[config.mk]
export PLATFORM = sky130hd
export DESIGN_NAME = periph_subsystem
export DESIGN_NICKNAME = d
export VERILOG_FILES = /design/src/rtl/periph_pkg.sv /design/src/rtl/periph_apb_decoder.sv /design/src/rtl/periph_gpio.sv /design/src/rtl/periph_timer.sv /design/src/rtl/periph_event_unit.sv /design/src/rtl/periph_soc_ctrl.sv /design/src/rtl/periph_subsystem.sv
export VERILOG_INCLUDE_DIRS = /design/src /design/src/rtl
export SDC_FILE = /design/constraint.sdc
export NUM_CORES = 1
export LEC_CHECK = 0
export ABC_AREA = 1
export BUFFER_PORTS_ARGS = -buffer_cell sky130_fd_sc_hd__buf_2
export CAP_MARGIN = 25
export CORE_MARGIN = 2
export CORE_UTILIZATION = 29
export CTS_CLUSTER_SIZE = 10
export DETAILED_ROUTE_END_ITERATION = 10
export PLACE_DENSITY = 0.44
export SETUP_SLACK_MARGIN = 0.5
export SLEW_MARGIN = 0
export SYNTH_ARGS = -nofsm -noshare
export SYNTH_HDL_FRONTEND = slang
export SYNTH_HIERARCHICAL = 1
export SYNTH_SLANG_ARGS = --single-unit
[constraint.sdc]
create_clock -name clk_int -period 1.9 [get_ports clk_int]
set_input_delay 0.19 -clock clk_int [delete_from_list [all_inputs] [get_ports clk_int]]
set_output_delay 0.19 -clock clk_int [all_outputs]
set_load 0.005 [all_outputs]
[src/rtl/periph_settings.svh]
`ifndef PERIPH_SETTINGS_SVH
`define PERIPH_SETTINGS_SVH

// Bus and vector widths
`define PERIPH_ADDR_WIDTH 16
`define PERIPH_DATA_WIDTH 32
`define PERIPH_NUM_IRQ    32
`define PERIPH_GPIO_WIDTH 32

// Slave slots, taken from paddr[15:12]
`define PERIPH_SLOT_GPIO  4'd0
`define PERIPH_SLOT_TIMER 4'd1
`define PERIPH_SLOT_EVENT 4'd2
`define PERIPH_SLOT_SOC   4'd3

// Register word offsets, taken from paddr[5:2]
`define GPIO_DIR      4'd0
`define GPIO_OUT      4'd1
`define GPIO_IN       4'd2
`define GPIO_INT_EN   4'd3
`define TIMER_CTRL    4'd0
`define TIMER_VALUE   4'd1
`define TIMER_CMP     4'd2
`define EVT_ENABLE    4'd0
`define EVT_PENDING   4'd1
`define SOC_BOOT_ADDR 4'd0
`define SOC_PAD_MUX   4'd1
`define SOC_CLK_GATE  4'd2

`define PERIPH_BOOT_ADDR_RESET 32'h0000_8000

// Interrupt source bits and clock-gate bits
`define PERIPH_IRQ_GPIO   0
`define PERIPH_IRQ_TIMER  1
`define PERIPH_GATE_GPIO  0
`define PERIPH_GATE_TIMER 1

`endif

[src/rtl/periph_pkg.sv]
`include "periph_settings.svh"

package periph_pkg;

  // APB address as seen at the subsystem port
  typedef logic [`PERIPH_ADDR_WIDTH-1:0] apb_addr_t;

  // One APB data word, also the width of every register
  typedef logic [`PERIPH_DATA_WIDTH-1:0] apb_data_t;

  // Word index of a register inside one slave
  typedef logic [3:0] reg_offset_t;

  // Slave slot number
  typedef logic [3:0] periph_slot_t;

  // Interrupt vector, one bit per source
  typedef logic [`PERIPH_NUM_IRQ-1:0] irq_vec_t;

  // One bit per GPIO pin
  typedef logic [`PERIPH_GPIO_WIDTH-1:0] gpio_vec_t;

  // Clock enables of the gated slaves
  //   bit 0 GPIO
  //   bit 1 timer
  typedef logic [1:0] clk_gate_t;

endpackage

[src/rtl/periph_apb_decoder.sv]
`timescale 1ns/1ns

`include "periph_settings.svh"

module periph_apb_decoder (
  input  logic                    clk_int,
  input  logic                    rst_n,
  input  logic                    psel_i,
  input  logic                    penable_i,
  input  periph_pkg::apb_addr_t   paddr_i,
  input  periph_pkg::apb_data_t   rdata_gpio_i,
  input  periph_pkg::apb_data_t   rdata_timer_i,
  input  periph_pkg::apb_data_t   rdata_evt_i,
  input  periph_pkg::apb_data_t   rdata_soc_i,
  output logic                    sel_gpio_o,
  output logic                    sel_timer_o,
  output logic                    sel_evt_o,
  output logic                    sel_soc_o,
  output periph_pkg::reg_offset_t offset_o,
  output periph_pkg::apb_data_t   prdata_o,
  output logic                    pready_o,
  output logic                    pslverr_o
);

  periph_pkg::periph_slot_t slot;
  logic                     mapped;

  // Upper nibble picks the slave, word index inside it from bits 5:2
  assign slot     = paddr_i[15:12];
  assign offset_o = paddr_i[5:2];

  always_comb begin
    sel_gpio_o  = 1'b0;
    sel_timer_o = 1'b0;
    sel_evt_o   = 1'b0;
    sel_soc_o   = 1'b0;
    prdata_o    = '0;
    mapped      = 1'b1;
    case (slot)
      `PERIPH_SLOT_GPIO: begin
        sel_gpio_o = psel_i;
        prdata_o   = rdata_gpio_i;
      end
      `PERIPH_SLOT_TIMER: begin
        sel_timer_o = psel_i;
        prdata_o    = rdata_timer_i;
      end
      `PERIPH_SLOT_EVENT: begin
        sel_evt_o = psel_i;
        prdata_o  = rdata_evt_i;
      end
      `PERIPH_SLOT_SOC: begin
        sel_soc_o = psel_i;
        prdata_o  = rdata_soc_i;
      end
      default: mapped = 1'b0;
    endcase
  end

  // Zero wait states on every slave
  assign pready_o  = 1'b1;
  assign pslverr_o = psel_i & penable_i & ~mapped;

  a_one_sel: assert property (@(posedge clk_int) disable iff (!rst_n)
    $onehot0({sel_gpio_o, sel_timer_o, sel_evt_o, sel_soc_o}))
    else $error("More than one APB slave selected");

  // Access phase must follow a setup phase of the same transfer
  a_setup_first: assert property (@(posedge clk_int) disable iff (!rst_n)
    $rose(penable_i) |-> psel_i && $past(psel_i))
    else $error("penable rose without a setup cycle");

endmodule

[src/rtl/periph_gpio.sv]
`timescale 1ns/1ns

`include "periph_settings.svh"

module periph_gpio (
  input  logic                    clk_int,
  input  logic                    rst_n,
  input  logic                    clk_en_i,
  input  logic                    sel_i,
  input  logic                    penable_i,
  input  logic                    pwrite_i,
  input  periph_pkg::reg_offset_t offset_i,
  input  periph_pkg::apb_data_t   pwdata_i,
  input  periph_pkg::gpio_vec_t   gpio_in_i,
  output periph_pkg::apb_data_t   rdata_o,
  output periph_pkg::gpio_vec_t   gpio_out_o,
  output periph_pkg::gpio_vec_t   gpio_dir_o,
  output logic                    irq_o
);

  periph_pkg::gpio_vec_t dir_q;
  periph_pkg::gpio_vec_t out_q;
  periph_pkg::gpio_vec_t int_en_q;
  periph_pkg::gpio_vec_t sync1_q;
  periph_pkg::gpio_vec_t sync2_q;
  periph_pkg::gpio_vec_t in_q;
  periph_pkg::gpio_vec_t rise;
  logic                  irq_q;
  logic                  write_en;

  assign write_en = sel_i & penable_i & pwrite_i;

  // Enabled pins going from low to high after the synchroniser
  assign rise = sync2_q & ~in_q & int_en_q;

  always_ff @(posedge clk_int) begin
    if (!rst_n) begin
      dir_q    <= '0;
      out_q    <= '0;
      int_en_q <= '0;
      sync1_q  <= '0;
      sync2_q  <= '0;
      in_q     <= '0;
      irq_q    <= 1'b0;
    end else if (clk_en_i) begin
      if (write_en && offset_i == `GPIO_DIR)    dir_q    <= pwdata_i;
      if (write_en && offset_i == `GPIO_OUT)    out_q    <= pwdata_i;
      if (write_en && offset_i == `GPIO_INT_EN) int_en_q <= pwdata_i;
      sync1_q <= gpio_in_i;
      sync2_q <= sync1_q;
      in_q    <= sync2_q;
      irq_q   <= |rise;
    end
  end

  always_comb begin
    case (offset_i)
      `GPIO_DIR:    rdata_o = dir_q;
      `GPIO_OUT:    rdata_o = out_q;
      `GPIO_IN:     rdata_o = in_q;
      `GPIO_INT_EN: rdata_o = int_en_q;
      default:      rdata_o = '0;
    endcase
  end

  assign gpio_out_o = out_q;
  assign gpio_dir_o = dir_q;
  assign irq_o      = irq_q;

endmodule

[src/rtl/periph_timer.sv]
`timescale 1ns/1ns

`include "periph_settings.svh"

module periph_timer (
  input  logic                    clk_int,
  input  logic                    rst_n,
  input  logic                    clk_en_i,
  input  logic                    sel_i,
  input  logic                    penable_i,
  input  logic                    pwrite_i,
  input  periph_pkg::reg_offset_t offset_i,
  input  periph_pkg::apb_data_t   pwdata_i,
  output periph_pkg::apb_data_t   rdata_o,
  output logic                    irq_o
);

  logic                  ctrl_en_q;
  periph_pkg::apb_data_t value_q;
  periph_pkg::apb_data_t cmp_q;
  logic                  write_en;
  logic                  value_we;
  logic                  running;
  logic                  match;

  assign write_en = sel_i & penable_i & pwrite_i;
  assign value_we = write_en && (offset_i == `TIMER_VALUE);

  // Counting needs both the gate bit and CTRL bit 0
  assign running = clk_en_i & ctrl_en_q;
  assign match   = (value_q == cmp_q);

  // Pulse lines up with the cycle that holds the matching value
  assign irq_o = running & match;

  ////////////////////////////////////////
  // Registers and counter
  ////////////////////////////////////////

  always_ff @(posedge clk_int) begin
    if (!rst_n) begin
      ctrl_en_q <= 1'b0;
      value_q   <= '0;
      cmp_q     <= '0;
    end else if (clk_en_i) begin
      if (write_en && offset_i == `TIMER_CTRL) ctrl_en_q <= pwdata_i[0];
      if (write_en && offset_i == `TIMER_CMP)  cmp_q     <= pwdata_i;
      if (value_we) begin
        value_q <= pwdata_i;
      end else if (ctrl_en_q) begin
        // Wrap to zero after the compare value
        if (match) begin
          value_q <= '0;
        end else begin
          value_q <= value_q + 32'd1;
        end
      end
    end
  end

  always_comb begin
    case (offset_i)
      `TIMER_CTRL:  rdata_o = {{(`PERIPH_DATA_WIDTH-1){1'b0}}, ctrl_en_q};
      `TIMER_VALUE: rdata_o = value_q;
      `TIMER_CMP:   rdata_o = cmp_q;
      default:      rdata_o = '0;
    endcase
  end

  ////////////////////////////////////////
  // Checks
  ////////////////////////////////////////

  a_irq_enabled: assert property (@(posedge clk_int) disable iff (!rst_n)
    irq_o |-> ctrl_en_q && clk_en_i)
    else $error("Timer interrupt while the timer is stopped");

endmodule

[src/rtl/periph_event_unit.sv]
`timescale 1ns/1ns

`include "periph_settings.svh"

module periph_event_unit (
  input  logic                    clk_int,
  input  logic                    rst_n,
  input  logic                    sel_i,
  input  logic                    penable_i,
  input  logic                    pwrite_i,
  input  periph_pkg::reg_offset_t offset_i,
  input  periph_pkg::apb_data_t   pwdata_i,
  input  periph_pkg::irq_vec_t    irq_src_i,
  output periph_pkg::apb_data_t   rdata_o,
  output periph_pkg::irq_vec_t    irq_o
);

  periph_pkg::irq_vec_t enable_q;
  periph_pkg::irq_vec_t pending_q;
  periph_pkg::irq_vec_t irq_q;
  periph_pkg::irq_vec_t clear;
  logic                 write_en;

  assign write_en = sel_i & penable_i & pwrite_i;

  // Write one to clear a pending bit
  always_comb begin
    if (write_en && offset_i == `EVT_PENDING) begin
      clear = pwdata_i;
    end else begin
      clear = '0;
    end
  end

  ////////////////////////////////////////
  // Pending and mask
  ////////////////////////////////////////

  always_ff @(posedge clk_int) begin
    if (!rst_n) begin
      enable_q  <= '0;
      pending_q <= '0;
      irq_q     <= '0;
    end else begin
      if (write_en && offset_i == `EVT_ENABLE) begin
        enable_q <= pwdata_i;
      end
      // A new pulse beats a clear in the same cycle
      pending_q <= (pending_q & ~clear) | irq_src_i;
      irq_q     <= pending_q & enable_q;
    end
  end

  always_comb begin
    case (offset_i)
      `EVT_ENABLE:  rdata_o = enable_q;
      `EVT_PENDING: rdata_o = pending_q;
      default:      rdata_o = '0;
    endcase
  end

  assign irq_o = irq_q;

  // irq_o lags the mask by one cycle, so compare against the previous mask
  a_irq_masked: assert property (@(posedge clk_int) disable iff (!rst_n)
    (irq_o & ~$past(enable_q)) == '0)
    else $error("Interrupt raised for a masked source");

endmodule

[src/rtl/periph_soc_ctrl.sv]
`timescale 1ns/1ns

`include "periph_settings.svh"

module periph_soc_ctrl (
  input  logic                    clk_int,
  input  logic                    rst_n,
  input  logic                    sel_i,
  input  logic                    penable_i,
  input  logic                    pwrite_i,
  input  periph_pkg::reg_offset_t offset_i,
  input  periph_pkg::apb_data_t   pwdata_i,
  output periph_pkg::apb_data_t   rdata_o,
  output periph_pkg::apb_data_t   boot_addr_o,
  output periph_pkg::apb_data_t   pad_mux_o,
  output periph_pkg::clk_gate_t   clk_gate_o
);

  periph_pkg::apb_data_t boot_addr_q;
  periph_pkg::apb_data_t pad_mux_q;
  periph_pkg::clk_gate_t clk_gate_q;
  logic                  write_en;

  assign write_en = sel_i & penable_i & pwrite_i;

  // This block always runs on the ungated clock
  always_ff @(posedge clk_int) begin
    if (!rst_n) begin
      boot_addr_q <= `PERIPH_BOOT_ADDR_RESET;
      pad_mux_q   <= '0;
      clk_gate_q  <= '1;
    end else if (write_en) begin
      if (offset_i == `SOC_BOOT_ADDR) boot_addr_q <= pwdata_i;
      if (offset_i == `SOC_PAD_MUX)   pad_mux_q   <= pwdata_i;
      if (offset_i == `SOC_CLK_GATE)  clk_gate_q  <= pwdata_i[1:0];
    end
  end

  always_comb begin
    case (offset_i)
      `SOC_BOOT_ADDR: rdata_o = boot_addr_q;
      `SOC_PAD_MUX:   rdata_o = pad_mux_q;
      `SOC_CLK_GATE:  rdata_o = {{(`PERIPH_DATA_WIDTH-2){1'b0}}, clk_gate_q};
      default:        rdata_o = '0;
    endcase
  end

  assign boot_addr_o = boot_addr_q;
  assign pad_mux_o   = pad_mux_q;
  assign clk_gate_o  = clk_gate_q;

endmodule

[src/rtl/periph_subsystem.sv]
`timescale 1ns/1ns

`include "periph_settings.svh"

module periph_subsystem (
  input  logic                  clk_int,
  input  logic                  rst_n,
  input  logic                  psel_i,
  input  logic                  penable_i,
  input  logic                  pwrite_i,
  input  periph_pkg::apb_addr_t paddr_i,
  input  periph_pkg::apb_data_t pwdata_i,
  input  periph_pkg::gpio_vec_t gpio_in_i,
  output periph_pkg::apb_data_t prdata_o,
  output logic                  pready_o,
  output logic                  pslverr_o,
  output periph_pkg::gpio_vec_t gpio_out_o,
  output periph_pkg::gpio_vec_t gpio_dir_o,
  output periph_pkg::irq_vec_t  irq_o,
  output periph_pkg::apb_data_t pad_mux_o,
  output periph_pkg::apb_data_t boot_addr_o
);

  logic                    sel_gpio;
  logic                    sel_timer;
  logic                    sel_evt;
  logic                    sel_soc;
  periph_pkg::reg_offset_t offset;
  periph_pkg::apb_data_t   rdata_gpio;
  periph_pkg::apb_data_t   rdata_timer;
  periph_pkg::apb_data_t   rdata_evt;
  periph_pkg::apb_data_t   rdata_soc;
  logic                    gpio_irq;
  logic                    timer_irq;
  periph_pkg::irq_vec_t    irq_src;
  periph_pkg::clk_gate_t   clk_gate;

  ////////////////////////////////////////
  // APB decode
  ////////////////////////////////////////

  periph_apb_decoder decoder_i (
    .clk_int       ( clk_int     ),
    .rst_n         ( rst_n       ),
    .psel_i        ( psel_i      ),
    .penable_i     ( penable_i   ),
    .paddr_i       ( paddr_i     ),
    .rdata_gpio_i  ( rdata_gpio  ),
    .rdata_timer_i ( rdata_timer ),
    .rdata_evt_i   ( rdata_evt   ),
    .rdata_soc_i   ( rdata_soc   ),
    .sel_gpio_o    ( sel_gpio    ),
    .sel_timer_o   ( sel_timer   ),
    .sel_evt_o     ( sel_evt     ),
    .sel_soc_o     ( sel_soc     ),
    .offset_o      ( offset      ),
    .prdata_o      ( prdata_o    ),
    .pready_o      ( pready_o    ),
    .pslverr_o     ( pslverr_o   )
  );

  ////////////////////////////////////////
  // Gated slaves
  ////////////////////////////////////////

  periph_gpio gpio_i (
    .clk_int    ( clk_int                      ),
    .rst_n      ( rst_n                        ),
    .clk_en_i   ( clk_gate[`PERIPH_GATE_GPIO]  ),
    .sel_i      ( sel_gpio                     ),
    .penable_i  ( penable_i                    ),
    .pwrite_i   ( pwrite_i                     ),
    .offset_i   ( offset                       ),
    .pwdata_i   ( pwdata_i                     ),
    .gpio_in_i  ( gpio_in_i                    ),
    .rdata_o    ( rdata_gpio                   ),
    .gpio_out_o ( gpio_out_o                   ),
    .gpio_dir_o ( gpio_dir_o                   ),
    .irq_o      ( gpio_irq                     )
  );

  periph_timer timer_i (
    .clk_int   ( clk_int                      ),
    .rst_n     ( rst_n                        ),
    .clk_en_i  ( clk_gate[`PERIPH_GATE_TIMER] ),
    .sel_i     ( sel_timer                    ),
    .penable_i ( penable_i                    ),
    .pwrite_i  ( pwrite_i                     ),
    .offset_i  ( offset                       ),
    .pwdata_i  ( pwdata_i                     ),
    .rdata_o   ( rdata_timer                  ),
    .irq_o     ( timer_irq                    )
  );

  // Unused interrupt lines stay low
  always_comb begin
    irq_src                    = '0;
    irq_src[`PERIPH_IRQ_GPIO]  = gpio_irq;
    irq_src[`PERIPH_IRQ_TIMER] = timer_irq;
  end

  ////////////////////////////////////////
  // Always-clocked slaves
  ////////////////////////////////////////

  periph_event_unit event_unit_i (
    .clk_int   ( clk_int   ),
    .rst_n     ( rst_n     ),
    .sel_i     ( sel_evt   ),
    .penable_i ( penable_i ),
    .pwrite_i  ( pwrite_i  ),
    .offset_i  ( offset    ),
    .pwdata_i  ( pwdata_i  ),
    .irq_src_i ( irq_src   ),
    .rdata_o   ( rdata_evt ),
    .irq_o     ( irq_o     )
  );

  periph_soc_ctrl soc_ctrl_i (
    .clk_int     ( clk_int     ),
    .rst_n       ( rst_n       ),
    .sel_i       ( sel_soc     ),
    .penable_i   ( penable_i   ),
    .pwrite_i    ( pwrite_i    ),
    .offset_i    ( offset      ),
    .pwdata_i    ( pwdata_i    ),
    .rdata_o     ( rdata_soc   ),
    .boot_addr_o ( boot_addr_o ),
    .pad_mux_o   ( pad_mux_o   ),
    .clk_gate_o  ( clk_gate    )
  );

endmodule

==> summary.md <==
| Metric | Value |
|---|---|
| Main combinational cell family by area after synthesis | simple AND/OR/NAND/NOR gates |
| Inst Count DP | 4323 |
| Inserted Clock Buffers | 53 |
| Internal | 14800 uW |
| Logic pwr share | 0.082 |
| Crit-path max FO | 8 |
| Residual DRC | 0 |
| Tightest Hold Check Type | in2reg |
| Critical Path AT | 1.77 ns |
| Max Clock Skew | 0.0368 ns |
| Post-synthesis simple-gate area fraction | 0.317 |
| # setup viols final | 20 |
| Synth area leader | dfxtp_1 |
| Wire per inst | 20.4 um |
| Leak pwr | 0.0129 uW |
| Routed vias | 22256 |
| CP Launch Type | input pin |
| P&R area growth vs syn | 44.0% |
| Clk pin slew, worst setup/hold paths | 0.06 ns |
| Slew Limit Headroom | 0.591 |
| Avg Inst Size Synth | 6.67 um^2 |
| Initial antenna violation count | 1 |
| Fin crit period | 1.96 ns |
| Clock Tree Root | clkbuf_16 |
| Die W | 272 um |
| GRT Total Usage | 0.236 |
| Synth Area in Compound Gates | 0.139 |
| Crit path required time | 1.71 ns |
| Synth area leaders | dfxtp_1 40%, nor2_1 10%, nand2_1 9.6% |
| Final Power | 20000 uW |
| Status | finished with violations |
| # fillers | 7420 |
| Syn Inst Count | 3123 |
| Flop pwr share | 0.450 |
| I/O Pins | 279 |
| Dpl ws | -0.195 ns |
| Largest vdd supply drop | 0.683 mV |
| Max-Cap Viols | 0 |
| Mapped Area | 20800 um^2 |
| Switching share of power | 0.260 |
| Htree depth | 2 |
| Power Dens Cells | 668 nW/um^2 |
| Die area | 74000 um^2 |
| DIE HEIGHT | 272 um |
| Vias in the first global route | 20691 |
| CORE AREA | 71200 um^2 |
| Drt first-iter violations | 1734 |
| Largest net degree at the start of global routing | 129 |
| Sinks on Clock Net | 420 |
| Fin cells | 4541 |
| Failing checks | negative setup slack |
| Clk_lat worst skew | 0.63 ns |
| Top cell type's share of synthesized area | 0.404 |
| Antenna Cells | 0 |
| Total iterations of the first detailed-routing run | 6 |
| Detailed placer's ending HPWL | 63500 um |
| Clock Tree Buf Depth | 3 |
| First-pass GRT wire length | 134000 um |
| Final Slew Violations | 0 |
| Sequential area share after synthesis | 0.404 |
| Layout Nets | 3650 |
| Routed vias/inst | 4.90 |
| Share of cells above drive strength 1 | 0.329 |
| # rows | 98 |
| RSZ-0062 raised after global routing | true |
| Number of warnings issued by yosys | 6 |
| Antenna Nets Post-Route | 0 |
| Clk pwr share | 0.468 |
| Critical path capture point type | primary output |
| NetSw | 5210 uW |
| GRT overflow | 0 |
| CTS tree | built |
| # port buffers | 269 |
| Routed WL | 92700 um |
| Final Hold Vio Count | 0 |
| Seq cells post-synth | 420 |
| Multiplexer share of the synthesized area | 0 |
| Setup WS post-layout | -0.0619 ns |
| Starting density of the core | 0.292 |
| Least-Margin Pin Slew | 0.613 ns |
| Setup CP Type | in2out |
| Post-Synth Adder-Cell Area | 0.000601 |
| Post-route clock period utilization | 1.03 |
| Fmax achieved | 0.510 GHz |
| Post-Synth XOR/XNOR Area | 0.0185 |
| Post-synth cell types | 35 |
| RD Place Congestion | 0.902 |
## cell type report
type	count	area [um^2]	area share
sequential	420	8610	0.287
multi-input combinational	2153	12000	0.399
clock buffer	72	1460	0.0486
timing repair buffer	574	5230	0.174
tap	950	1190	0.0396
inverter	362	1430	0.0475
clock inverter	10	100	0.00334
## registers in the layout, indices dropped and copies added (netlist names)
signal                  cells
event_unit_i/enable_q      32
event_unit_i/irq_o         32
event_unit_i/pending_q     32
gpio_i/gpio_dir_o          32
gpio_i/gpio_out_o          32
gpio_i/in_q                32
gpio_i/int_en_q            32
gpio_i/sync1_q             32
gpio_i/sync2_q             32
soc_ctrl_i/boot_addr_o     32
soc_ctrl_i/pad_mux_o       32
timer_i/cmp_q              32
timer_i/value_q            32
soc_ctrl_i/clk_gate_o       2
gpio_i/irq_o                1
timer_i/ctrl_en_q           1
## placed cells by master (no fill, tap or decap), types with 82 or more instances in the layout
master     n
o21ai_0  169
a21oi_1   99
buf_2    258
o21ai_1  122
nor2_1   489
dfxtp_2  112
dfxtp_1  292
inv_1    293
nand3_1  246
buf_4    119
nand2_2   82
nand2_1  438
## layer usage
layer	routed length, um	GRT usage	vias up
li1	-	-	10900
met1	43300	0.335	10608
met2	42400	0.382	641
met3	5220	0.0340	105
met4	1780	0.0442	2
met5	16	0	-
## kinds of logic after synthesis
kind of cell | count (synthesis)
simple gates | 1541
buf+inv | 579
compound gates | 536
flops | 420
xor+xnor | 44
other cells | 2
fa+ha+maj | 1
## synth_stat cells
| master | count |
|---|---|
| nor3_1 | 45 |
| o21ai_0 | 225 |
| conb_1 | 2 |
| clkinv_1 | 4 |
| nor3_4 | 3 |
| xor2_1 | 15 |
| o21a_1 | 1 |
| nand3_1 | 325 |
| inv_2 | 16 |
| ha_1 | 1 |
| nand4_1 | 37 |
| o2111ai_1 | 32 |
| nor2_2 | 4 |
| nor4_1 | 1 |
| inv_1 | 342 |
| buf_2 | 63 |
| nand2_1 | 534 |
| dfxtp_1 | 420 |
| nor3_2 | 21 |
| buf_1 | 11 |
| a22o_1 | 9 |
| buf_4 | 17 |
| a21oi_1 | 123 |
| o21ai_1 | 106 |
| clkbuf_2 | 2 |
| o22ai_1 | 38 |
| nand2_2 | 2 |
| nor2_1 | 559 |
| nor2_4 | 9 |
| o21ai_4 | 1 |
| o211ai_1 | 1 |
| xnor2_1 | 29 |
| clkbuf_1 | 99 |
| nand3_2 | 1 |
| buf_6 | 25 |
## power by group through the flow
stage / Clock [uW] / Sequential (uW) / Combinational, uW
2_1_floorplan: 0 / 9180 / 717
3_3_place_gp: 0 / 9220 / 1370
3_5_place_dp: 0 / 9220 / 1370
4_1_cts: 9590 / 9020 / 1540
5_1_grt: 9950 / 9020 / 1780
6_report: 9380 / 9010 / 1640
## critical path: stages
cell and delay, ns:
buf_8 0.10, buf_6 0.11, nor2_4 0.12, inv_4 0.06
nor3_4 0.24, inv_2 0.08, buf_12 0.15, buf_12 0.14
o21ai_4 0.14, nand3_2 0.09, nand2_1 0.08, inv_1 0.04
nand2_1 0.07, buf_2 0.12
## metrics by stage
step	hold slack, ns	TNS, ns	cell area (um^2)	utilization
finish	0.0324	-0.502	30000	0.421
detailed placement	0.425	-3.24	24400	0.343
global route	0.0213	-2.74	30000	0.421
global placement	0.419	-3.83	24400	0.343
CTS	0.00634	-0.517	28200	0.396
floorplan	0.307	0	21400	-
## timing repair
action | in CTS | in global routing
hold endpoints to repair | 65 | 0
buffers inserted | 37 | 30
hold buffers | 51 | 0
endpoints found under the setup margin | 211 | 153
pin swaps | 138 | 111
resized for setup | 405 | 305
cloned | 3 | 15
## worst paths after layout
kind	start	to	slack, ns	cells past startpoint
hold reg to reg	event_unit_i/pending_q[14]$_SDFF_PN0_	event_unit_i/pending_q[14]$_SDFF_PN0_	0.45	2
setup reg to reg	timer_i/value_q[0]$_SDFFE_PN0P_	timer_i/value_q[20]$_SDFFE_PN0P_	0	16
hold / removal	pwdata_i[8]	gpio_i/gpio_out_o[8]$_SDFFE_PN0P_	0.03	3
setup / recovery	paddr_i[4]	prdata_o[26]	-0.06	14
No activity file was read; power rests on OpenSTA's default activity.
